## config.mk

```make
export PLATFORM = sky130hd
export DESIGN_NAME = mcast_top
export DESIGN_NICKNAME = d
export VERILOG_FILES = /design/src/verilog/stream_cfg_pkg.sv /design/src/verilog/route_pkg.sv /design/src/verilog/stream_fork.sv /design/src/verilog/stream_fork_dynamic.sv /design/src/verilog/out_slice.sv /design/src/verilog/route_decode.sv /design/src/verilog/mcast_top.sv
export SDC_FILE = /design/constraint.sdc
export NUM_CORES = 1
export LEC_CHECK = 0
export BUFFER_PORTS_ARGS = -buffer_cell sky130_fd_sc_hd__buf_4
export CAP_MARGIN = 30
export CELL_PAD_IN_SITES_DETAIL_PLACEMENT = 0
export CELL_PAD_IN_SITES_GLOBAL_PLACEMENT = 1
export CORE_ASPECT_RATIO = 0.75
export CORE_MARGIN = 4
export CORE_UTILIZATION = 30
export CTS_BUF_LIST = sky130_fd_sc_hd__clkbuf_8 sky130_fd_sc_hd__clkbuf_16
export DETAILED_ROUTE_END_ITERATION = 10
export GPL_ROUTABILITY_DRIVEN = 0
export PLACE_DENSITY = 0.69
export REMOVE_ABC_BUFFERS = 1
export SYNTH_ARGS = -nofsm -noshare
export SYNTH_HDL_FRONTEND = slang
export SYNTH_SLANG_ARGS = --single-unit
```

## constraint.sdc

```tcl
create_clock -name clk_i -period 6.45 [get_ports clk_i]
set_clock_uncertainty 0.2 [all_clocks]
set_input_delay 0.645 -clock clk_i [delete_from_list [all_inputs] [get_ports clk_i]]
set_output_delay 0.645 -clock clk_i [all_outputs]
set_load 0.01 [all_outputs]
```

## src/verilog/stream_cfg_pkg.sv

```systemverilog
/*
 * Stream subsystem sizing
 * Port count, payload width and status counter width shared by
 * the dispatcher datapath and its output slices
 */

package stream_cfg_pkg;

  // Number of output streams served by the dispatcher
  localparam int unsigned N_PORTS = 4;

  // Payload word carried with every request
  localparam int unsigned DATA_W = 32;

  // Saturating count of discarded requests
  localparam int unsigned DROP_CNT_W = 16;

endpackage

```

## src/verilog/route_pkg.sv

```systemverilog
/*
 * Route header definitions
 * One 8-bit header word, read either as a unicast port index or as a
 * multicast port mask depending on its top bit
 */

package route_pkg;

  // Header word width
  localparam int unsigned HDR_W = 8;

  // Unicast port index width, wide enough for out-of-range codes
  localparam int unsigned IDX_W = 3;

  // Multicast mask has one bit per output port
  localparam int unsigned MASK_W = stream_cfg_pkg::N_PORTS;

  // Values of header bit 7
  localparam logic MODE_UNICAST   = 1'b0;
  localparam logic MODE_MULTICAST = 1'b1;

  // Unicast view
  typedef struct packed {
    logic                    mode;
    logic [HDR_W-2-IDX_W:0]  pad;
    logic [IDX_W-1:0]        idx;
  } route_uc_t;

  // Multicast view, bit i of mask selects port i
  typedef struct packed {
    logic                    mode;
    logic [HDR_W-2-MASK_W:0] pad;
    logic [MASK_W-1:0]       mask;
  } route_mc_t;

  // Both views overlay the same word and share the mode bit
  typedef union packed {
    route_uc_t uc;
    route_mc_t mc;
  } route_hdr_t;

endpackage

```

## src/verilog/stream_fork.sv

```systemverilog
/*
 * Static stream fork
 * Every output handshakes exactly once per input transfer, in any
 * order and any cycle; the input completes when the last one does
 */

`timescale 1ns/1ps

module stream_fork #(
  // Number of output streams
  parameter int unsigned N_OUP = 2
) (
  input  logic             clk_i,
  input  logic             rst_n_i,
  // Input handshake
  input  logic             valid_i,
  output logic             ready_o,
  // Output handshakes
  output logic [N_OUP-1:0] valid_o,
  input  logic [N_OUP-1:0] ready_i
);

  // One flag per output that has already taken the current word
  logic [N_OUP-1:0] done_q;
  logic [N_OUP-1:0] done_d;
  logic [N_OUP-1:0] oup_hs;
  logic             inp_hs;

  // Offer the word only to outputs still owed it
  assign valid_o = {N_OUP{valid_i}} & ~done_q;

  // Output handshakes in this cycle
  assign oup_hs = valid_o & ready_i;

  // Done when every output has finished or finishes now
  assign ready_o = &(done_q | oup_hs);

  assign inp_hs = valid_i & ready_o;

  // Flag update
  always_comb begin
    if (inp_hs) begin
      // Word retired, start clean for the next one
      done_d = '0;
    end else begin
      done_d = done_q | oup_hs;
    end
  end

  always_ff @(posedge clk_i or negedge rst_n_i) begin
    if (!rst_n_i) begin
      done_q <= '0;
    end else begin
      done_q <= done_d;
    end
  end

endmodule

```

## src/verilog/stream_fork_dynamic.sv

```systemverilog
/*
 * Dynamic stream fork
 * Wraps the static fork with a select mask so that each input word is
 * delivered only to the selected outputs
 */

`timescale 1ns/1ps

module stream_fork_dynamic #(
  // Number of output streams
  parameter int unsigned N_OUP = 2
) (
  input  logic             clk_i,
  input  logic             rst_n_i,
  // Input handshake
  input  logic             valid_i,
  output logic             ready_o,
  // Select mask stream
  input  logic [N_OUP-1:0] sel_i,
  input  logic             sel_valid_i,
  output logic             sel_ready_o,
  // Output handshakes
  output logic [N_OUP-1:0] valid_o,
  input  logic [N_OUP-1:0] ready_i
);

  logic             fork_valid_in;
  logic             fork_ready_out;
  logic [N_OUP-1:0] fork_valid_out;
  logic [N_OUP-1:0] fork_ready_in;

  always_comb begin
    // Nothing moves until a mask is present
    fork_valid_in = 1'b0;
    fork_ready_in = '0;
    valid_o       = '0;
    ready_o       = 1'b0;
    if (sel_valid_i) begin
      fork_valid_in = valid_i;
      // Deselected outputs look ready so they finish at once
      fork_ready_in = ready_i | ~sel_i;
      valid_o       = fork_valid_out & sel_i;
      ready_o       = fork_ready_out;
    end
    // Mask and word retire together
    sel_ready_o = ready_o;
  end

  stream_fork #(
    .N_OUP   (N_OUP)
  ) u_fork (
    .clk_i   (clk_i),
    .rst_n_i (rst_n_i),
    .valid_i (fork_valid_in),
    .ready_o (fork_ready_out),
    .valid_o (fork_valid_out),
    .ready_i (fork_ready_in)
  );

endmodule

```

## src/verilog/out_slice.sv

```systemverilog
/*
 * Output register slice
 * One-entry stage giving a sink a registered valid and data, refilled
 * in the same cycle its word leaves
 */

`timescale 1ns/1ps

module out_slice (
  input  logic                              clk_i,
  input  logic                              rst_n_i,
  input  logic                              in_valid_i,
  output logic                              in_ready_o,
  input  logic [stream_cfg_pkg::DATA_W-1:0] in_data_i,
  output logic                              out_valid_o,
  input  logic                              out_ready_i,
  output logic [stream_cfg_pkg::DATA_W-1:0] out_data_o
);

  import stream_cfg_pkg::*;

  logic              valid_q;
  logic [DATA_W-1:0] data_q;

  // Free when empty or emptied now
  assign in_ready_o = ~valid_q | out_ready_i;

  always_ff @(posedge clk_i or negedge rst_n_i) begin
    if (!rst_n_i) begin
      valid_q <= 1'b0;
    end else if (in_ready_o) begin
      valid_q <= in_valid_i;
    end
  end

  always_ff @(posedge clk_i) begin
    if (in_valid_i && in_ready_o) begin
      data_q <= in_data_i;
    end
  end

  assign out_valid_o = valid_q;
  assign out_data_o  = data_q;

endmodule

```

## src/verilog/route_decode.sv

```systemverilog
/*
 * Route decode stage
 * Turns the route header into a port select mask, discards requests
 * that have no destination and registers mask and payload for the fork
 */

`timescale 1ns/1ps

module route_decode (
  input  logic                                clk_i,
  input  logic                                rst_n_i,
  // Request stream
  input  logic                                req_valid_i,
  output logic                                req_ready_o,
  input  route_pkg::route_hdr_t               req_hdr_i,
  input  logic [stream_cfg_pkg::DATA_W-1:0]   req_data_i,
  // Decoded stream towards the fork
  output logic                                dec_valid_o,
  input  logic                                dec_ready_i,
  output logic [stream_cfg_pkg::N_PORTS-1:0]  dec_mask_o,
  output logic [stream_cfg_pkg::DATA_W-1:0]   dec_data_o,
  // Status
  output logic [stream_cfg_pkg::DROP_CNT_W-1:0] drop_count_o
);

  import stream_cfg_pkg::*;
  import route_pkg::*;

  logic [N_PORTS-1:0]    hdr_mask;
  logic                  hdr_drop;
  logic                  in_hs;

  // Stage register
  logic                  stage_valid_q;
  logic [N_PORTS-1:0]    stage_mask_q;
  logic [DATA_W-1:0]     stage_data_q;

  logic [DROP_CNT_W-1:0] drop_cnt_q;

  // Header decode
  always_comb begin
    case (req_hdr_i.uc.mode)
      // One-hot from index; indices past the last port shift out to zero
      MODE_UNICAST:   hdr_mask = {{(N_PORTS-1){1'b0}}, 1'b1} << req_hdr_i.uc.idx;
      MODE_MULTICAST: hdr_mask = req_hdr_i.mc.mask;
      default:        hdr_mask = '0;
    endcase
  end

  // Nothing to deliver
  assign hdr_drop = ~|hdr_mask;

  // Room when empty or draining this cycle
  assign req_ready_o = ~stage_valid_q | dec_ready_i;
  assign in_hs       = req_valid_i & req_ready_o;

  // Occupancy; a drop is consumed without filling the stage
  always_ff @(posedge clk_i or negedge rst_n_i) begin
    if (!rst_n_i) begin
      stage_valid_q <= 1'b0;
    end else if (req_ready_o) begin
      stage_valid_q <= req_valid_i & ~hdr_drop;
    end
  end

  // Payload and mask
  always_ff @(posedge clk_i) begin
    if (in_hs && !hdr_drop) begin
      stage_mask_q <= hdr_mask;
      stage_data_q <= req_data_i;
    end
  end

  // Drop counter, holds at all ones
  always_ff @(posedge clk_i or negedge rst_n_i) begin
    if (!rst_n_i) begin
      drop_cnt_q <= '0;
    end else if (in_hs && hdr_drop && (drop_cnt_q != '1)) begin
      drop_cnt_q <= drop_cnt_q + 1'b1;
    end
  end

  assign dec_valid_o  = stage_valid_q;
  assign dec_mask_o   = stage_mask_q;
  assign dec_data_o   = stage_data_q;
  assign drop_count_o = drop_cnt_q;

endmodule

```

## src/verilog/mcast_top.sv

```systemverilog
/*
 * Multicast packet dispatcher
 * Decode stage, dynamic fork and one register slice per output port;
 * each request goes to the port or ports its route header names
 */

`timescale 1ns/1ps

module mcast_top (
  input  logic                                              clk_i,
  input  logic                                              rst_n_i,
  // Request stream
  input  logic                                              req_valid_i,
  output logic                                              req_ready_o,
  input  route_pkg::route_hdr_t                             req_hdr_i,
  input  logic [stream_cfg_pkg::DATA_W-1:0]                 req_data_i,
  // Per-port output streams
  output logic [stream_cfg_pkg::N_PORTS-1:0]                out_valid_o,
  input  logic [stream_cfg_pkg::N_PORTS-1:0]                out_ready_i,
  output logic [stream_cfg_pkg::N_PORTS-1:0]
               [stream_cfg_pkg::DATA_W-1:0]                 out_data_o,
  // Discarded request count
  output logic [stream_cfg_pkg::DROP_CNT_W-1:0]             drop_count_o
);

  import stream_cfg_pkg::*;
  import route_pkg::*;

  // Decode to fork
  logic               dec_valid;
  logic               dec_ready;
  logic [N_PORTS-1:0] dec_mask;
  logic [DATA_W-1:0]  dec_data;

  // Fork to slices
  logic [N_PORTS-1:0] fork_valid;
  logic [N_PORTS-1:0] fork_ready;

  route_decode u_decode (
    .clk_i        (clk_i),
    .rst_n_i      (rst_n_i),
    .req_valid_i  (req_valid_i),
    .req_ready_o  (req_ready_o),
    .req_hdr_i    (req_hdr_i),
    .req_data_i   (req_data_i),
    .dec_valid_o  (dec_valid),
    .dec_ready_i  (dec_ready),
    .dec_mask_o   (dec_mask),
    .dec_data_o   (dec_data),
    .drop_count_o (drop_count_o)
  );

  // Mask travels with the word, so one valid drives both handshakes
  stream_fork_dynamic #(
    .N_OUP       (N_PORTS)
  ) u_fork (
    .clk_i       (clk_i),
    .rst_n_i     (rst_n_i),
    .valid_i     (dec_valid),
    .ready_o     (dec_ready),
    .sel_i       (dec_mask),
    .sel_valid_i (dec_valid),
    .sel_ready_o (),
    .valid_o     (fork_valid),
    .ready_i     (fork_ready)
  );

  // Payload is held in decode until every selected port has it
  for (genvar i = 0; i < N_PORTS; i++) begin : gen_port
    out_slice u_slice (
      .clk_i       (clk_i),
      .rst_n_i     (rst_n_i),
      .in_valid_i  (fork_valid[i]),
      .in_ready_o  (fork_ready[i]),
      .in_data_i   (dec_data),
      .out_valid_o (out_valid_o[i]),
      .out_ready_i (out_ready_i[i]),
      .out_data_o  (out_data_o[i])
    );
  end

endmodule

```

Word-level counts from Yosys, hierarchy flattened. Index checks and enable logic that the tools add are counted.

Bits in registers: 189.

Bitwise gates (word level): 21. Reductions and logical operators: 10. Add/subtract/negate cells: 1. Eq/ne operators: 1. Multiplexer cells: 6. Shifts and indexed selects: 1.

Operators with widths (number): $add A16 B1 Y16 const B (1); $ne A16 B16 Y1 const B (1); $and A4 B4 Y4 (3); $mux W4 (3); $not A4 Y4 (2); $or A4 B4 Y4 (2); $pmux W4 S2 (1); $logic_and A1 B1 Y1 (7); $not A1 Y1 (6); $or A1 B1 Y1 (5); $reduce_and A4 Y1 (1); $reduce_or A4 Y1 (1); $shl A1 B3 Y4 const A (1); $and A1 B1 Y1 (3); $mux W1 (2); $logic_not A1 Y1 (1).

Logic depth before layout (Yosys ltp). Gate-level depths: netlist of run 1.

Depth after elaboration: 12. Depth in mapped cells: 7. Mapped depth without buffers: 6.

By module. A second synthesis of run 1 with hierarchy kept.

Cell total of the unflattened synthesis: 310. Area, all modules: 6457.4 um^2.

Modules (own cells, without submodules): out_slice (area an instance 1014.7 um^2, sequential area each 985.9 um^2, instances 4, cells each 36); route_decode (area an instance 2068.2 um^2, sequential area each 1506.4 um^2, instances 1, cells each 128); stream_fork (area an instance 235.2 um^2, sequential area each 100.1 um^2, instances 1, cells each 23); stream_fork_dynamic (area an instance 95.1 um^2, sequential area each 0.0 um^2, instances 1, cells each 15).

Least setup slack after synthesis of run 1. Ideal clock, no wire load.

Path type: input-to-reg. Start: input out_ready_i[2] (netlist bit). End: register u_decode.stage_data_q[0] (netlist: u_decode.dec_data_o[0]), enable pin. Library setup time: 433 ps. Required time: 5817 ps. Path slack: 2479 ps. Arrival time: 3338 ps. Cell stages on the path: 5. Path buffers: 1. Cells stage by stage: nand3b_1 -> a21oi_1 -> o41ai_4 -> buf_2 -> nor2b_1.

Word-level cells in the longest chain between the ends: 10.

Ends and longest elaborated chain: start: declaration (RTL line mcast_top.sv:19) `input logic [stream_cfg_pkg::N_PORTS-1:0] out_ready_i,`; $or A1 B1 Y1 (RTL line out_slice.sv:26) `assign in_ready_o = ~valid_q | out_ready_i;`; $or A4 B4 Y4 (RTL line stream_fork_dynamic.sv:41) `fork_ready_in = ready_i | ~sel_i;`; $mux W4 (RTL line stream_fork_dynamic.sv:38) `if (sel_valid_i) begin`; $and A4 B4 Y4 (RTL line stream_fork.sv:33) `assign oup_hs = valid_o & ready_i;`; $or A4 B4 Y4 (RTL line stream_fork.sv:36) `assign ready_o = &(done_q | oup_hs);`; $reduce_and A4 Y1 (RTL line stream_fork.sv:36); $mux W1 (RTL line stream_fork_dynamic.sv:38); $or A1 B1 Y1 (RTL line route_decode.sv:54) `assign req_ready_o = ~stage_valid_q | dec_ready_i;`; named net req_ready_o (RTL line mcast_top.sv:14) `output logic req_ready_o,`; $and A1 B1 Y1 (RTL line route_decode.sv:55) `assign in_hs = req_valid_i & req_ready_o;`; $logic_and A1 B1 Y1 (RTL line route_decode.sv:68) `if (in_hs && !hdr_drop) begin`; end signal: assignment (RTL line route_decode.sv:70) `stage_data_q <= req_data_i;`; end: declaration (RTL line route_decode.sv:36) `logic [DATA_W-1:0] stage_data_q;`.

The timed path passes the listed nets, and every way through them passes these cells. A chain may end at the register's enable or synchronous reset.

Final worst setup path of run 1.
Start: register u_decode.stage_valid_q (netlist: u_decode.dec_valid_o). End: output req_ready_o.

Word-level cells in the longest chain between the ends: 7. Elaborated cells on any way between the ends: 9. Classes of those cells: mux (3); bitwise (5); reduce/logical (1).

Ends and longest elaborated chain: start: declaration (RTL line route_decode.sv:34) `logic stage_valid_q;`; start signal: assignment (RTL line route_decode.sv:62) `stage_valid_q <= req_valid_i & ~hdr_drop;`; $mux W1 (RTL line stream_fork_dynamic.sv:38); $and A4 B4 Y4 (RTL line stream_fork.sv:30) `assign valid_o = {N_OUP{valid_i}} & ~done_q;`; $and A4 B4 Y4 (RTL line stream_fork.sv:33); $or A4 B4 Y4 (RTL line stream_fork.sv:36); $reduce_and A4 Y1 (RTL line stream_fork.sv:36); $mux W1 (RTL line stream_fork_dynamic.sv:38); $or A1 B1 Y1 * (RTL line route_decode.sv:54); end: declaration (RTL line mcast_top.sv:14).

Every way passes the cells marked *; elsewhere a longest branch is shown, timed or not.

==> run_results.csv, run 1 <==
group,metric,value,unit
outcome,status,"completed",
floorplan,die_area,23450,sq um
clock_tree,clkLatencyLatePin,430,ps
grt,met2_usage,19.40,%
worst_setup_path,slowest_stage,"o41ai_4",
cells_and_area,final_cell_mix,"buf_4 (197), edfxtp_1 (164), dfrtp_1 (25), clkbuf_16 (17), xnor2_1 (15)",
worst_setup_path,crit_fanout,18,
cells_and_area,fin_nets,566,
worst_hold_path,min_from,"req_data_i[21]",
floorplan,pin_count,196,
sta,setup_violations,0,
sta,worst_pin_slew,1001,ps
sta,hold_violations,0,
clock_tree,clock-sinks,189,
sta,min_period_over_period,50.88,%
route,viasPerCell,4.283,
place,port_buffers,192,
sta,fin_tns_setup,0,ps
worst_setup_path,r2r_end,"u_decode.dec_data_o[29]",
sta,rsz0062_at_grt,"no",
sta,max_clock_freq,304.7,MHz
yosys,synthDistinctLibCells,30,
grt,grt_usage,12.22,%
sta,slew_viol_final,0,
grt,grt_pass1_vias,3563,
grt,grt_use_met3,3.688,%
clock_tree,cts_buffers,17,
power,ir_drop,0.1641,mV
worst_setup_path,regToRegStartpoint,"u_decode.dec_valid_o",
clock_tree,cts_resized,0,
worst_setup_path,cp.required,5600,ps
route,first_iter_violations,159,
worst_setup_path,rr_worst_depth,4,
yosys,syn_area,6311,sq um
place,dp_cells,780,
worst_setup_path,critPathLaunchType,"register",
sta,relSlewSlack,33.02,%
floorplan,num_rows,45,
yosys,synth_cells,310,
cells_and_area,diodes,0,
yosys,synth.ff_latch_count,189,
cells_and_area,synthToLayoutAreaGrowth,39.08,%
cells_and_area,drive_above_1_share,45.20,%
worst_setup_path,crit_buf_inv,1,
yosys,avgSynthCellArea,20.36,sq um
worst_setup_path,cp-end-kind,"output port",
grt,grt_first_pass_wirelength,21450,microns
worst_setup_path,path_cells,"a21oi_1 > o41ai_4 > buf_4",
sta,fin_ws,3168,ps
grt,globalRoute.totalOverflow,0,
grt,top_usage_layer,"met2",
clock_tree,cts_root_buf,"clkbuf_16",
worst_hold_path,min_to,"u_decode.dec_data_o[21]",
route,avgRoutedWirePerCell,17.96,microns
route,drc,0,
place,placed_area,8133,sq um
worst_setup_path,max_stage_delay,970,ps
sta,min_period,3282,ps
floorplan,die_h,133.6,microns
floorplan,die_w,175.5,microns
grt,grt_util_met1,15.72,%
yosys,ys_seq_area_share,87.95,%
cells_and_area,seqCellArea,5550,sq um
route,antenna_left,0,
flow_run,maxCapViolations,0,
clock_tree,clockBufferDepth,2,
clock_tree,cts_tree,"built",
cells_and_area,fill_cells,1822,
cells_and_area,final_common_cell,"buf_4",
power,p_per_area,395.4,nW/um^2
clock_tree,clk_pin_slew,80,ps
clock_tree,post_cts_buffers,0,
grt,grt_max_degree,37,
clock_tree,htreeDepth,4,
worst_hold_path,hold_depth,1,
yosys,ys_warn_count,0,
floorplan,core,20440,sq um
route,first_pass_iters,4,
route,via_count,3482,
route,drt-total-wl,14600,microns
cells_and_area,multi_input_area,716.9,sq um
place,dp_slack,3142,ps
worst_setup_path,path_class,"reg -> out",
cells_and_area,final_cell_area,8777,sq um
cells_and_area,final_cells,813,
worst_setup_path,r2r_slack,3340,ps
grt,antenna_found_initial,0,
worst_hold_path,min_path_type,"in -> reg",
worst_setup_path,cpLargestDelayFamily,"compound AO/OA/AOI/OAI gates",
power,p_leak,3.338,nW
place,dp_hpwl,9959,microns
floorplan,start_util,30.88,%
worst_setup_path,arrival,2440,ps
==> cell type report <==
type | count | share of cell area (%)
clock inverter | 15 | 2.381
multi-input combinational | 103 | 8.168
clock buffer | 17 | 4.847
timing repair buffer | 198 | 16.96
sequential | 189 | 63.24
tap | 282 | 4.020
inverter | 9 | 0.3849
==> cell usage after synthesis (all sizes together) <==
library cell	number	area (sq um)
a21bo	1	10.01
a21oi	9	48.80
and2	2	12.51
and3	7	43.79
and4	1	8.760
buf	8	58.81
clkbuf	1	3.750
dfrtp	25	625.6
edfxtp	164	4925
ha	1	12.51
inv	9	33.78
mux2	2	22.52
nand2	14	52.55
nand3	7	40.04
nand3b	8	60.06
nand4	12	75.07
nor2	9	33.78
nor2b	1	6.260
nor3	1	5.000
nor3b	1	7.510
nor4	3	18.77
o21ai	6	30.03
o31ai	1	7.510
o41ai	1	27.53
or4b	1	10.01
xnor2	15	131.4
==> flip-flops by register name (all words and copies together), names as in the netlist <==
register	count
gen_port.u_slice.out_data_o	128
u_fork.u_fork.done_q	4
u_decode.dec_mask_o	4
u_decode.dec_data_o	32
u_decode.dec_valid_o	1
u_decode.drop_count_o	16
gen_port.u_slice.out_valid_o	4
==> routing by layer <==
layer	wire length, microns	vias up
met5	0	-
met1	6342	1739
met4	276	0
met2	7042	124
met3	938	18
li1	-	1601
==> stage by stage <==
stage	power [W]	hold WS (ps)	utilization, %
global route	0.003633	162.7	42.94
finish	0.003471	188.5	42.94
global placement	0.002428	259.9	39.79
CTS	0.003521	163.1	42.94
floorplan	0.002032	149.4	-
detailed placement	0.002445	278.5	39.79
==> worst max-delay path by stage <==
stage / startpoint / end / slack [ps] / depth (start not counted)
floorplan: out_ready_i[2] / u_decode.dec_data_o[0] / 2440 / 4
global placement: out_ready_i[2] / u_decode.dec_data_o[28] / 3130 / 6
detailed placement: out_ready_i[2] / u_decode.dec_data_o[28] / 3140 / 6
CTS: u_decode.dec_valid_o / req_ready_o / 3190 / 3
global route: u_decode.dec_valid_o / req_ready_o / 3030 / 3
finish: u_decode.dec_valid_o / req_ready_o / 3170 / 3
==> repair_timing <==
item                                   CTS  global route
setup endpoints to repair                0             0
hold buffers                             1             0
endpoints found under the hold margin   25             0
==> report_power, final <==
part           internal [W]  total (W)  switching, W
Clock              0.000540    0.00107      0.000528
Combinational      0.000260   0.000633      0.000373
Sequential          0.00164    0.00177      0.000128
Total               0.00244    0.00347       0.00103
==> worst reg2reg max path: cells and delay by family (launching register included) <==
kind | cells | cell delay [ps]
AO/OA/AOI/OAI | 2 | 1190
buffers and inverters | 1 | 480
flip-flops | 1 | 560
AND/OR/NAND/NOR | 1 | 290
==> logic make-up (layout without fill, tap and decap cells) <==
logic type	after synthesis	count (layout)	share of synthesized area (%)
DFF	189	189	87.95
and+or+nand+nor	67	67	5.928
AOI/OAI and AO/OA	18	18	1.963
buffers and inverters	18	239	1.527
xor gates and xnor gates	15	15	2.082
muxes	2	2	0.3568
adders and majority gates	1	1	0.1982
Note: power is estimated with default switching activity, not from simulation.
==> run 2, diff against run 1 <==
==> constraint.sdc (replaced) <==
create_clock -name clk_i -period 3.2 [get_ports clk_i]
set_clock_uncertainty 0.2 [all_clocks]
set_input_delay 0.32 -clock clk_i [delete_from_list [all_inputs] [get_ports clk_i]]
set_output_delay 0.32 -clock clk_i [all_outputs]
set_load 0.01 [all_outputs]
==> run 2 against run 1 <==
Net effect:
- cell area rose by 4.3%
- via count rose by 4.4%
- hold slack got worse by 140 ps
- utilization up 1.8 points
- final cell count increased by 4.7%
- die area is the same
- non-clock buffer count up 38
- critical path depth up 4
- global-route usage grew 0.29 points
- first-iteration DRC count stayed put
- power is 100% higher
- sequential power increased by 100%
- highest routed layer unchanged
==> run_results.csv, run 2 (same netlist as run 1, synthesis figures left out) <==
group,metric,value,unit
grt,grt_first_pass_wirelength,22020,microns
grt,grt_max_degree,37,
route,drc,0,
worst_setup_path,crit_fanout,13,
clock_tree,clock-sinks,189,
worst_setup_path,r2r_slack,780,ps
clock_tree,clockBufferDepth,2,
worst_setup_path,arrival,2700,ps
sta,slew_viol_final,0,
grt,grt_pass1_vias,3722,
clock_tree,cts_tree,"built",
worst_setup_path,critPathLaunchType,"input port",
floorplan,die_h,133.6,microns
worst_hold_path,min_path_type,"in -> reg",
flow_run,maxCapViolations,0,
sta,max_clock_freq,386.3,MHz
clock_tree,post_cts_buffers,0,
sta,relSlewSlack,58.44,%
place,dp_cells,781,
sta,worst_hold_slack,50.49,ps
floorplan,pin_count,196,
power,finalPower,0.007014,W
route,avgRoutedWirePerCell,17.57,microns
clock_tree,clk_pin_slew,70,ps
worst_setup_path,regToRegStartpoint,"u_decode.drop_count_o[0]",
route,antenna_left,0,
sta,worst_pin_slew,623.4,ps
place,port_buffers,192,
clock_tree,cts_buffers,17,
cells_and_area,drive_above_1_share,42.36,%
grt,globalRoute.totalOverflow,0,
grt,grt_usage,12.51,%
worst_setup_path,cp.required,3320,ps
cells_and_area,final_common_cell,"buf_4",
sta,min_period_over_period,80.89,%
grt,antenna_found_initial,0,
clock_tree,htreeDepth,4,
power,p_per_area,766.3,nW/um^2
cells_and_area,synthToLayoutAreaGrowth,45.04,%
cells_and_area,final_cell_mix,"buf_4 (197), edfxtp_1 (164), dlygate4sd3_1 (38), dfrtp_1 (25), clkbuf_16 (17)",
route,via_count,3634,
floorplan,core,20440,sq um
route,viasPerCell,4.270,
worst_hold_path,min_from,"req_hdr_i[2]",
cells_and_area,fin_nets,604,
sta,setup_violations,0,
sta,hold_violations,0,
cells_and_area,diodes,0,
sta,rsz0062_at_grt,"no",
power,p_leak,3.492,nW
worst_setup_path,critPathLaunch,"req_hdr_i[3]",
route,first_pass_iters,4,
cells_and_area,fill_cells,1780,
sta,min_period,2588,ps
worst_setup_path,cp-end-kind,"register",
place,dp_hpwl,9870,microns
worst_setup_path,crit_path_end,"u_decode.drop_count_o[1]",
floorplan,start_util,30.88,%
worst_setup_path,path_class,"in -> reg",
floorplan,die_area,23450,sq um
floorplan,num_rows,45,
outcome,status,"completed",
clock_tree,clkLatencyLatePin,420,ps
cells_and_area,final_cells,851,
clock_tree,cts_root_buf,"clkbuf_16",
worst_setup_path,rr_worst_depth,6,
floorplan,die_w,175.5,microns
route,drt-total-wl,14950,microns
cells_and_area,largest_reg_flops,128,
power,ir_drop,0.3358,mV
route,first_iter_violations,159,
worst_setup_path,r2r_end,"u_decode.drop_count_o[1]",
[run 2: cell types whose count changed in the layout (fill, tap and decap cells not counted), sizes merged]
cell,delta
dlygate4sd3,+37
inv,-2
buf,+1
clkinv,+1
clkinvlp,+1
[run 2: metal layers]
metal | wire [microns] | track usage (%) | vias to the layer above
met5 | 0 | 0 | -
met3 | 1006 | 3.745 | 12
met4 | 188 | 4.848 | 0
met2 | 7372 | 20.95 | 129
li1 | - | - | 1682
met1 | 6388 | 15.35 | 1811
[run 2: area by class of cell]
type / instances / area [sq um] / share of cell area, %
Tap cell: 282 / 352.8 / 3.855
Clock buffer: 17 / 425.4 / 4.647
Multi-Input combinational cell: 103 / 716.9 / 7.832
Sequential cell: 189 / 5550 / 60.63
Timing Repair Buffer: 236 / 1879 / 20.53
Inverter: 9 / 33.78 / 0.3691
Clock inverter: 15 / 195.2 / 2.132
[run 2: where the power goes]
| part | internal, W | leakage (nW) | total (W) | switching, W |
|---|---|---|---|---|
| logic | 0.000577 | 1.36 | 0.00134 | 0.000767 |
| registers | 0.00331 | 1.83 | 0.00356 | 0.000253 |
| clock network | 0.00107 | 0.295 | 0.00211 | 0.00104 |
[run 2: worst min-delay path by stage]
| stage | end | slack, ps | depth (start not counted) |
|---|---|---|---|
| 2_1_floorplan | gen_port[0].u_slice.out_valid_o | -180 | 0 |
| 3_3_place_gp | u_decode.drop_count_o[2] | 50 | 1 |
| 3_5_place_dp | u_decode.drop_count_o[1] | 50 | 1 |
| 4_1_cts | u_decode.dec_mask_o[3] | 20 | 2 |
| 5_1_grt | u_decode.dec_mask_o[3] | 40 | 2 |
| 6_report | u_decode.dec_mask_o[3] | 50 | 2 |
[run 2: repair_timing]
| action | in CTS | in global routing |
|---|---|---|
| gates resized for setup | 0 | 0 |
| endpoints found under the hold margin | 62 | 0 |
| hold buffers | 38 | 0 |
[run 2: worst max-delay path: stages]
cell and delay [ps]:
dlygate4sd3_1 540, buf_4 140, or4b_1 450, mux2_2 320, a21oi_2 480, nand3_2 160
mux2_2 290
[run 2: metrics by stage]
stage          instance area, sq um  setup TNS (ps)  setup slack (ps)  util [%]
4_1_cts                        9154               0             637.5     44.79
5_1_grt                        9154               0             486.0     44.79
6_report                       9154               0             611.6     44.79
3_3_place_gp                   8153               0             671.8     39.89
2_1_floorplan                  6248          -22300            -619.3         -
3_5_place_dp                   8153               0             657.4     39.89
